$ cat src/uart_rx_pkg.sv
// Shared timing constants and FSM state types for the UART receiver and its testbench
`default_nettype none

package uart_rx_pkg;

    // Clock cycles between two sample ticks
    localparam integer clks_per_tick = 4;

    // Sample ticks in one bit period (16x oversampling)
    localparam int ticks_per_bit = 16;

    // Tick index of the first vote sample, counted from bit start
    localparam int sample_first = 6;

    // Votes per bit, centred on tick 8
    localparam int sample_count = 5;

    // Data bits per frame, sent LSB first
    localparam int data_bits = 8;

    // Bit sampler states
    typedef enum logic [1:0] {
        SMP_LOCK    = 2'b00,  // idle after reset, waiting for the first bit
        SMP_WAIT    = 2'b01,  // counting ticks towards the sample window
        SMP_COLLECT = 2'b10,  // taking one sample per tick
        SMP_HOLD    = 2'b11   // result held until the next bit
    } sampler_state_t;

    // Frame controller states
    typedef enum logic [1:0] {
        RX_IDLE  = 2'b00,  // line idle, watching for a falling edge
        RX_START = 2'b01,  // checking the start bit
        RX_DATA  = 2'b10,  // shifting in data bits
        RX_STOP  = 2'b11   // checking the stop bit
    } frame_state_t;

endpackage

`default_nettype wire

$ cat src/uart_baud_tick.sv
// Free-running 16x baud sample tick generator that the frame controller re-phases
`timescale 1ns/10ps
`default_nettype none

module uart_baud_tick (
    input  wire  clk,
    input  wire  reset,
    input  wire  tick_sync,
    output logic sample_tick
);
    import uart_rx_pkg::*;

    logic [$clog2(clks_per_tick)-1:0] cnt;

    // Divider counter
    // tick_sync restarts the count so the tick grid follows the start edge
    always_ff @(posedge clk or posedge reset) begin
        if (reset) begin
            cnt <= '0;
        end else if (tick_sync) begin
            cnt <= '0;
        end else if (int'(cnt) == clks_per_tick - 1) begin
            cnt <= '0;
        end else begin
            cnt <= cnt + 1'b1;
        end
    end

    // One-cycle pulse on the last count of each period
    assign sample_tick = (int'(cnt) == clks_per_tick - 1);

    // Tick is a single-cycle pulse
    a_tick_single: assert property (@(posedge clk) disable iff (reset)
        sample_tick |=> !sample_tick);

endmodule

`default_nettype wire

$ cat src/uart_rx_frame.sv
// Line synchronizer and frame FSM that turns the serial line into bytes for uart_rx_top
`timescale 1ns/10ps
`default_nettype none

module uart_rx_frame (
    input  wire  clk,
    input  wire  reset,
    input  wire  rxd,
    input  wire  sample_tick,
    input  wire  bit_done,
    input  wire  bit_value,
    input  wire  bit_stable,
    input  wire  rx_ready,
    output logic tick_sync,
    output logic bit_start,
    output logic rxd_sync,
    output logic [uart_rx_pkg::data_bits-1:0] rx_data,
    output logic rx_valid,
    output logic rx_frame_err,
    output logic rx_noise,
    output logic rx_overrun
);
    import uart_rx_pkg::*;

    frame_state_t state;

    // Synchronizer and edge detect
    logic sync_q1;
    logic rxd_prev;
    logic fall;

    // Bit pacing
    logic start_q;
    logic next_bit;
    logic [$clog2(ticks_per_bit)-1:0] tick_cnt;
    logic [$clog2(data_bits)-1:0]     bit_idx;

    // Frame assembly
    logic [data_bits-1:0] shift_q;
    logic                 noise_q;
    logic                 load;

    // Two-flop synchronizer plus one more stage for edge detection
    // Idle line is high
    always_ff @(posedge clk or posedge reset) begin
        if (reset) begin
            sync_q1  <= 1'b1;
            rxd_sync <= 1'b1;
            rxd_prev <= 1'b1;
        end else begin
            sync_q1  <= rxd;
            rxd_sync <= sync_q1;
            rxd_prev <= rxd_sync;
        end
    end

    assign fall = rxd_prev & ~rxd_sync;

    // Start pulse comes one cycle after the edge and also resyncs the tick grid
    always_ff @(posedge clk or posedge reset) begin
        if (reset) begin
            start_q <= 1'b0;
        end else begin
            start_q <= (state == RX_IDLE) && fall;
        end
    end

    // Tick index within the current bit
    // The resync cycle itself is tick 0 and its stale tick is ignored
    always_ff @(posedge clk or posedge reset) begin
        if (reset) begin
            tick_cnt <= '0;
        end else if (state == RX_IDLE) begin
            tick_cnt <= '0;
        end else if (sample_tick && !start_q) begin
            if (int'(tick_cnt) == ticks_per_bit - 1) begin
                tick_cnt <= '0;
            end else begin
                tick_cnt <= tick_cnt + 1'b1;
            end
        end
    end

    // Tick 16 of a bit is tick 0 of the next
    // Only data and stop bits follow on
    assign next_bit  = sample_tick && (int'(tick_cnt) == ticks_per_bit - 1) &&
                       (state == RX_DATA || state == RX_STOP);
    assign bit_start = start_q | next_bit;
    assign tick_sync = start_q;

    assign load = (state == RX_STOP) && bit_done;

    // Frame FSM advanced on each bit result
    always_ff @(posedge clk or posedge reset) begin
        if (reset) begin
            state   <= RX_IDLE;
            bit_idx <= '0;
            noise_q <= 1'b0;
        end else begin
            case (state)
                RX_IDLE: begin
                    if (fall) begin
                        state   <= RX_START;
                        noise_q <= 1'b0;
                    end
                end
                RX_START: begin
                    if (bit_done) begin
                        noise_q <= noise_q | ~bit_stable;
                        bit_idx <= '0;
                        // A start bit voted high is a glitch and not a frame
                        state   <= bit_value ? RX_IDLE : RX_DATA;
                    end
                end
                RX_DATA: begin
                    if (bit_done) begin
                        noise_q <= noise_q | ~bit_stable;
                        bit_idx <= bit_idx + 1'b1;
                        if (int'(bit_idx) == data_bits - 1) begin
                            state <= RX_STOP;
                        end
                    end
                end
                RX_STOP: begin
                    // Back to idle mid stop bit so a new start can follow at once
                    if (bit_done) begin
                        state <= RX_IDLE;
                    end
                end
                default: begin
                    state <= RX_IDLE;
                end
            endcase
        end
    end

    // LSB first so new bits enter at the top
    always_ff @(posedge clk) begin
        if (state == RX_DATA && bit_done) begin
            shift_q <= {bit_value, shift_q[data_bits-1:1]};
        end
        if (load) begin
            rx_data <= shift_q;
        end
    end

    // Output handshake and status flags
    always_ff @(posedge clk or posedge reset) begin
        if (reset) begin
            rx_valid     <= 1'b0;
            rx_frame_err <= 1'b0;
            rx_noise     <= 1'b0;
            rx_overrun   <= 1'b0;
        end else if (load) begin
            rx_valid     <= 1'b1;
            rx_frame_err <= ~bit_value;
            rx_noise     <= noise_q | ~bit_stable;
            // Unread byte is being overwritten
            rx_overrun   <= rx_valid & ~rx_ready;
        end else if (rx_valid && rx_ready) begin
            rx_valid   <= 1'b0;
            rx_overrun <= 1'b0;
        end
    end

    // Output held while the consumer stalls unless a new frame lands
    a_hold_output: assert property (@(posedge clk) disable iff (reset)
        rx_valid && !rx_ready && !load |=>
            $stable(rx_data) && $stable(rx_frame_err) &&
            $stable(rx_noise) && $stable(rx_overrun) && rx_valid);

    // Later bits begin on a tick one bit period after the bit before
    a_start_on_tick: assert property (@(posedge clk) disable iff (reset)
        bit_start && !tick_sync |->
            sample_tick && $past(bit_start, ticks_per_bit * clks_per_tick));

endmodule

`default_nettype wire

$ cat src/uart_rx_sampler.sv
// Per-bit sampler: woken by bit_start, votes on five ticked samples and flags unstable bits
`timescale 1ns/10ps
`default_nettype none

module uart_rx_sampler (
    input  wire  clk,
    input  wire  reset,
    input  wire  sample_tick,
    input  wire  bit_start,
    input  wire  rxd_sync,
    output logic bit_done,
    output logic bit_value,
    output logic bit_stable
);
    import uart_rx_pkg::*;

    sampler_state_t state;

    // Ticks seen since bit_start, and the index of the current tick
    logic [$clog2(ticks_per_bit)-1:0] tick_cnt;
    logic [$clog2(ticks_per_bit)-1:0] tick_idx;

    // Vote accumulation
    logic [2:0] ones;
    logic [2:0] ones_next;
    logic       prev_sample;
    logic       differed;
    logic       differed_next;
    logic       first_tick;
    logic       last_tick;

    // Result of the last completed bit
    logic       value_q;
    logic       stable_q;

    assign tick_idx   = tick_cnt + 1'b1;
    assign first_tick = (int'(tick_idx) == sample_first);
    assign last_tick  = (state == SMP_COLLECT) && sample_tick &&
                        (int'(tick_idx) == sample_first + sample_count - 1);

    // Running count including the sample on this tick
    assign ones_next = ones + {2'b00, rxd_sync};
    // First sample has nothing to compare against
    assign differed_next = differed | (!first_tick && (rxd_sync != prev_sample));

    // Control FSM
    always_ff @(posedge clk or posedge reset) begin
        if (reset) begin
            state    <= SMP_LOCK;
            tick_cnt <= '0;
        end else if (bit_start) begin
            // bit_start is tick 0 of the new bit
            state    <= SMP_WAIT;
            tick_cnt <= '0;
        end else if (sample_tick) begin
            case (state)
                SMP_WAIT: begin
                    tick_cnt <= tick_idx;
                    // Next tick opens the sample window
                    if (int'(tick_idx) == sample_first - 1) begin
                        state <= SMP_COLLECT;
                    end
                end
                SMP_COLLECT: begin
                    tick_cnt <= tick_idx;
                    if (last_tick) begin
                        state <= SMP_HOLD;
                    end
                end
                default: begin
                    // LOCK and HOLD just wait for bit_start
                end
            endcase
        end
    end

    // Sample datapath
    always_ff @(posedge clk) begin
        if (state == SMP_WAIT) begin
            ones     <= '0;
            differed <= 1'b0;
        end else if (state == SMP_COLLECT && sample_tick) begin
            ones        <= ones_next;
            differed    <= differed_next;
            prev_sample <= rxd_sync;
        end
        if (last_tick) begin
            value_q  <= (int'(ones_next) > sample_count / 2);
            stable_q <= !differed_next;
        end
    end

    // Result is presented on the last sample tick, then held from the registers
    assign bit_done   = last_tick;
    assign bit_value  = last_tick ? (int'(ones_next) > sample_count / 2) : value_q;
    assign bit_stable = last_tick ? !differed_next : stable_q;

    // bit_done never stretches
    a_done_single: assert property (@(posedge clk) disable iff (reset)
        bit_done |=> !bit_done);

    // Frame controller never restarts a bit that is still being sampled
    a_no_early_start: assert property (@(posedge clk) disable iff (reset)
        bit_start |-> (state == SMP_LOCK || state == SMP_HOLD));

endmodule

`default_nettype wire

$ cat src/uart_rx_top.sv
// UART receiver top level, connecting tick generator, bit sampler and frame controller
`timescale 1ns/10ps
`default_nettype none

module uart_rx_top (
    input  wire  clk,
    input  wire  reset,
    // Serial input, idle high
    input  wire  rxd,
    // Consumer side
    input  wire  rx_ready,
    output wire  [uart_rx_pkg::data_bits-1:0] rx_data,
    output wire  rx_valid,
    output wire  rx_frame_err,
    output wire  rx_noise,
    output wire  rx_overrun
);

    // 16x tick and its resync from the start edge
    wire sample_tick;
    wire tick_sync;

    // Per-bit handshake between frame controller and sampler
    wire bit_start;
    wire bit_done;
    wire bit_value;
    wire bit_stable;

    // Synchronized serial line
    wire rxd_sync;

    uart_baud_tick uart_baud_tick_inst (
        .clk         (clk),
        .reset       (reset),
        .tick_sync   (tick_sync),
        .sample_tick (sample_tick)
    );

    uart_rx_sampler uart_rx_sampler_inst (
        .clk         (clk),
        .reset       (reset),
        .sample_tick (sample_tick),
        .bit_start   (bit_start),
        .rxd_sync    (rxd_sync),
        .bit_done    (bit_done),
        .bit_value   (bit_value),
        .bit_stable  (bit_stable)
    );

    uart_rx_frame uart_rx_frame_inst (
        .clk          (clk),
        .reset        (reset),
        .rxd          (rxd),
        .sample_tick  (sample_tick),
        .bit_done     (bit_done),
        .bit_value    (bit_value),
        .bit_stable   (bit_stable),
        .rx_ready     (rx_ready),
        .tick_sync    (tick_sync),
        .bit_start    (bit_start),
        .rxd_sync     (rxd_sync),
        .rx_data      (rx_data),
        .rx_valid     (rx_valid),
        .rx_frame_err (rx_frame_err),
        .rx_noise     (rx_noise),
        .rx_overrun   (rx_overrun)
    );

endmodule

`default_nettype wire
$ cat config.mk
export PLATFORM = sky130hd
export DESIGN_NAME = uart_rx_top
export DESIGN_NICKNAME = d
export VERILOG_FILES = /design/src/uart_rx_pkg.sv /design/src/uart_baud_tick.sv /design/src/uart_rx_frame.sv /design/src/uart_rx_sampler.sv /design/src/uart_rx_top.sv
export SDC_FILE = /design/constraint.sdc
export NUM_CORES = 1
export LEC_CHECK = 0
export ABC_AREA = 1
export BUFFER_PORTS_ARGS = -buffer_cell sky130_fd_sc_hd__buf_2
export CAP_MARGIN = 15
export CORE_ASPECT_RATIO = 1.75
export CORE_MARGIN = 10
export CORE_UTILIZATION = 59
export DETAILED_ROUTE_END_ITERATION = 16
export GPL_TIMING_DRIVEN = 0
export PLACE_DENSITY_LB_ADDON = 0.25
export SETUP_SLACK_MARGIN = 0.5
export SYNTH_ARGS = -nofsm -noshare
export SYNTH_HDL_FRONTEND = slang
export SYNTH_HIERARCHICAL = 1
export SYNTH_SLANG_ARGS = --single-unit
$ cat constraint.sdc
create_clock -name clk -period 2.55 [get_ports clk]
set_input_delay 0.1275 -clock clk [delete_from_list [all_inputs] [get_ports clk]]
set_output_delay 0.1275 -clock clk [all_outputs]
set_load 0.03 [all_outputs]
==> summary.txt <==
DR DRC count: 0
Setup slack, reg-to-reg: 0.63 ns
Cell count of the worst reg-to-reg path: 12
Hold WC Path Type: in2reg
Final setup vio count: 0
H-tree depth: 2
Worst-path clk slew: 0.09 ns
Worst skew pair latency: 0.30 ns
Via density: 5.19
Final wirelength: 3770 um
Area after DPL: 0.00233 mm^2
Critical Path AT: 2.17 ns
Vias in the first global route: 1,561
CP max-delay cell: dfrtp_1
Syn-to-layout area delta: 12.4%
Post-synthesis sequential area ratio: 58.5%
GRT overflow: 0
CP cell instances: inv_1 -> ha_1 -> nand2_2 -> clkinv_2 -> nand2_1 -> nor2_2 -> nand2_2 -> clkinvlp_4 -> nand2_2 -> inv_2 -> o21ai_1 -> o21a_1
Final hold viol count: 0
Critical Path Most Common Cell: nand2_2
Synthesized area per cell: 10.1 um^2
Post-Synthesis Cells: 218
Post-route minimum period: 1.92 ns
Crit-path max FO: 12
Yosys reg bits: 49
Die Area: 0.00666 mm^2
CTS tree: done
Max-Cap Viols: 0
Hold slack final: 0.0762 ns
Sinks on the clock net: 49
Leakage: 0.00111 uW
Clk buf depth: 2
Placer Congestion: 0.780
Routed len/inst: 12.9 um
RSZ-0062 raised after global routing: false
Via count: 1,516
# rows: 29
First-pass GRT wire length: 6560 um
Num CTS Buffers: 5
Final setup margin: 0.625 ns
Starting Density: 60.6%
Root buf cell: clkbuf_8
Die height: 101 um
Final Instance Area: 0.00247 mm^2
Pwr Density: 859 mW/mm^2
Dominant cells by area after synthesis: dfrtp_1 26%, edfxtp_1 23%, ha_1 9.1%, nand2_1 7.0%, dfxtp_1 5.5%
Number of port buffers: 15
Final Cycle Share: 75.5%
Synthesized Nets: 238
Required @ worst endpoint: 2.79 ns
Cell taking the most area after synthesis: dfrtp_1
Share of layout cells above drive strength 1: 21.1%
Fmax: 0.520 GHz
Post-Route Skew: 0.00565 ns
Commonest non-fill, non-tap cell in the layout: nand2_1
DR pass1 iterations: 4
Ports: 16
Sum Neg Setup Slack: 0 ns
Post-route ant nets: 0
Mapped Area: 0.00220 mm^2
Dpl ws: 0.388 ns
Largest net degree at the start of global routing: 19
Unique cell type count in the Yosys netlist: 28
Worst path max stage delay: 0.38 ns
Iteration-0 DRC Markers: 58
HPWL Detailed: 2870 um
Critical path endpoint category: register
Status: complete, no violations
Hold depth: 4
CP Launch Type: register
Relative slew slack: 53.6%
Tot GR Track Use: 12.4%
Synth warnings: 6
Most frequent cells in the layout: 41 x nand2_1, 27 x inv_1, 23 x dfrtp_1
Antenna cell count: 0
Initial antenna violation count: 0
Slew @ Worst Pin: 0.695 ns
Max VDD drop: 608 uV
Nets: 265
Final Max Slew Viols: 0
Die span in x: 66.1 um
Share of the synthesized area in the top cell type: 26.2%
Core Util, Final: 68.1%
Setup CP Type: reg2reg
Core area: 0.00363 mm^2
-- worst paths after layout --
kind	startpoint	end
worst max-delay path	uart_rx_sampler_inst/state[0]$_DFFE_PP0P_	uart_rx_frame_inst/rx_overrun$_DFFE_PP0P_
worst min-delay path	rx_ready	uart_rx_frame_inst/rx_valid$_DFFE_PP0P_
worst min register to register	uart_rx_frame_inst/sync_q1$_DFF_PP1_	uart_rx_frame_inst/rxd_sync$_DFF_PP1_
min in group asynchronous	reset	uart_baud_tick_inst/cnt[1]$_DFF_PP0_
max in group asynchronous	reset	uart_rx_frame_inst/rx_overrun$_DFFE_PP0P_
worst max register to register	uart_rx_sampler_inst/state[0]$_DFFE_PP0P_	uart_rx_frame_inst/rx_overrun$_DFFE_PP0P_
-- cells in the mapped netlist --
| cell | instances |
|---|---|
| dfstp_2 | 3 |
| ha_1 | 16 |
| o21ai_0 | 14 |
| nand3_1 | 10 |
| nand4_1 | 4 |
| nand3_2 | 1 |
| a31oi_1 | 1 |
| nor2_2 | 3 |
| a21oi_1 | 2 |
| nor2_4 | 1 |
| nand2_1 | 41 |
| inv_1 | 27 |
| xnor2_1 | 1 |
| dfrtp_1 | 23 |
| nand2_2 | 6 |
| nor2_1 | 18 |
| dfxtp_1 | 6 |
| inv_2 | 5 |
| nor3_1 | 3 |
| o21ai_2 | 2 |
| o21a_1 | 2 |
| o31ai_1 | 1 |
| xor2_1 | 2 |
| clkinv_2 | 1 |
| edfxtp_1 | 17 |
| o21ai_1 | 4 |
| a21oi_2 | 2 |
| clkinv_1 | 2 |
-- state kept, by name, indices dropped and copies added (netlist names), 2 cells and up, named ones only --
signal / count
uart_baud_tick_inst/cnt: 2
uart_rx_frame_inst/bit_idx: 3
uart_rx_frame_inst/rx_data: 8
uart_rx_frame_inst/shift_q: 8
uart_rx_frame_inst/tick_cnt: 4
uart_rx_sampler_inst/ones: 3
uart_rx_sampler_inst/state: 2
uart_rx_sampler_inst/tick_cnt: 4
-- final cells by class --
class	count	area, um^2
Sequential cell	49	1280
Fill cell	294	1160
Multi-Input combinational cell	134	785
Inverter	35	139
Timing Repair Buffer	20	118
Clock buffer	5	68.8
Tap cell	46	57.6
Clock inverter	3	17.5
-- layer usage --
layer	vias up	routed length, um	GRT usage [%]
li1	759	-	-
met1	719	1410	12.2
met2	30	2120	22.1
met3	8	148	3.56
met4	0	95	6.81
met5	-	0	0
-- worst max-delay path, delay by kind of cell, from the launching register on --
kind                       cells  cell delay [ns]
adders and majority gates      1             0.24
buffers and inverters          4             0.43
AOI/OAI and AO/OA              2             0.29
DFF                            1             0.38
and+or+nand+nor                5             0.51
-- power breakdown --
group / switching [uW] / leakage (uW) / total (uW) / internal (uW)
Clock: 250 / 0.0000455 / 439 / 190
Combinational: 416 / 0.000562 / 670 / 255
Sequential: 98.4 / 0.000507 / 1010 / 912
Total: 764 / 0.00111 / 2120 / 1360
-- cell families (layout without fill, tap and decap cells) --
kind of cell             after synthesis  in the layout  share of synthesized area [%]
AO/OA/AOI/OAI                         28             28                           7.46
XOR/XNOR                               3              3                           1.20
adder cells (fa/ha/maj)               16             16                           9.11
buffers and inverters                 35             63                           6.04
flip-flops                            49             49                           58.5
AND/OR/NAND/NOR                       87             87                           17.7
-- timing repair --
item,4_1_cts,5_1_grt
setup endpoints to repair,11,20
endpoints found under the hold margin,24,0
hold buffers,2,0
pin swaps,0,0
buffers inserted,0,3
gates resized for setup,1,4
-- per-stage QoR --
step | power, uW | instances
after floorplan | 1530 | 218
after global placement | 1640 | 279
after detailed placement | 1670 | 279
after CTS | 2120 | 289
after global routing | 2290 | 292
final | 2120 | 292
Power figures use the tool's default switching activity.
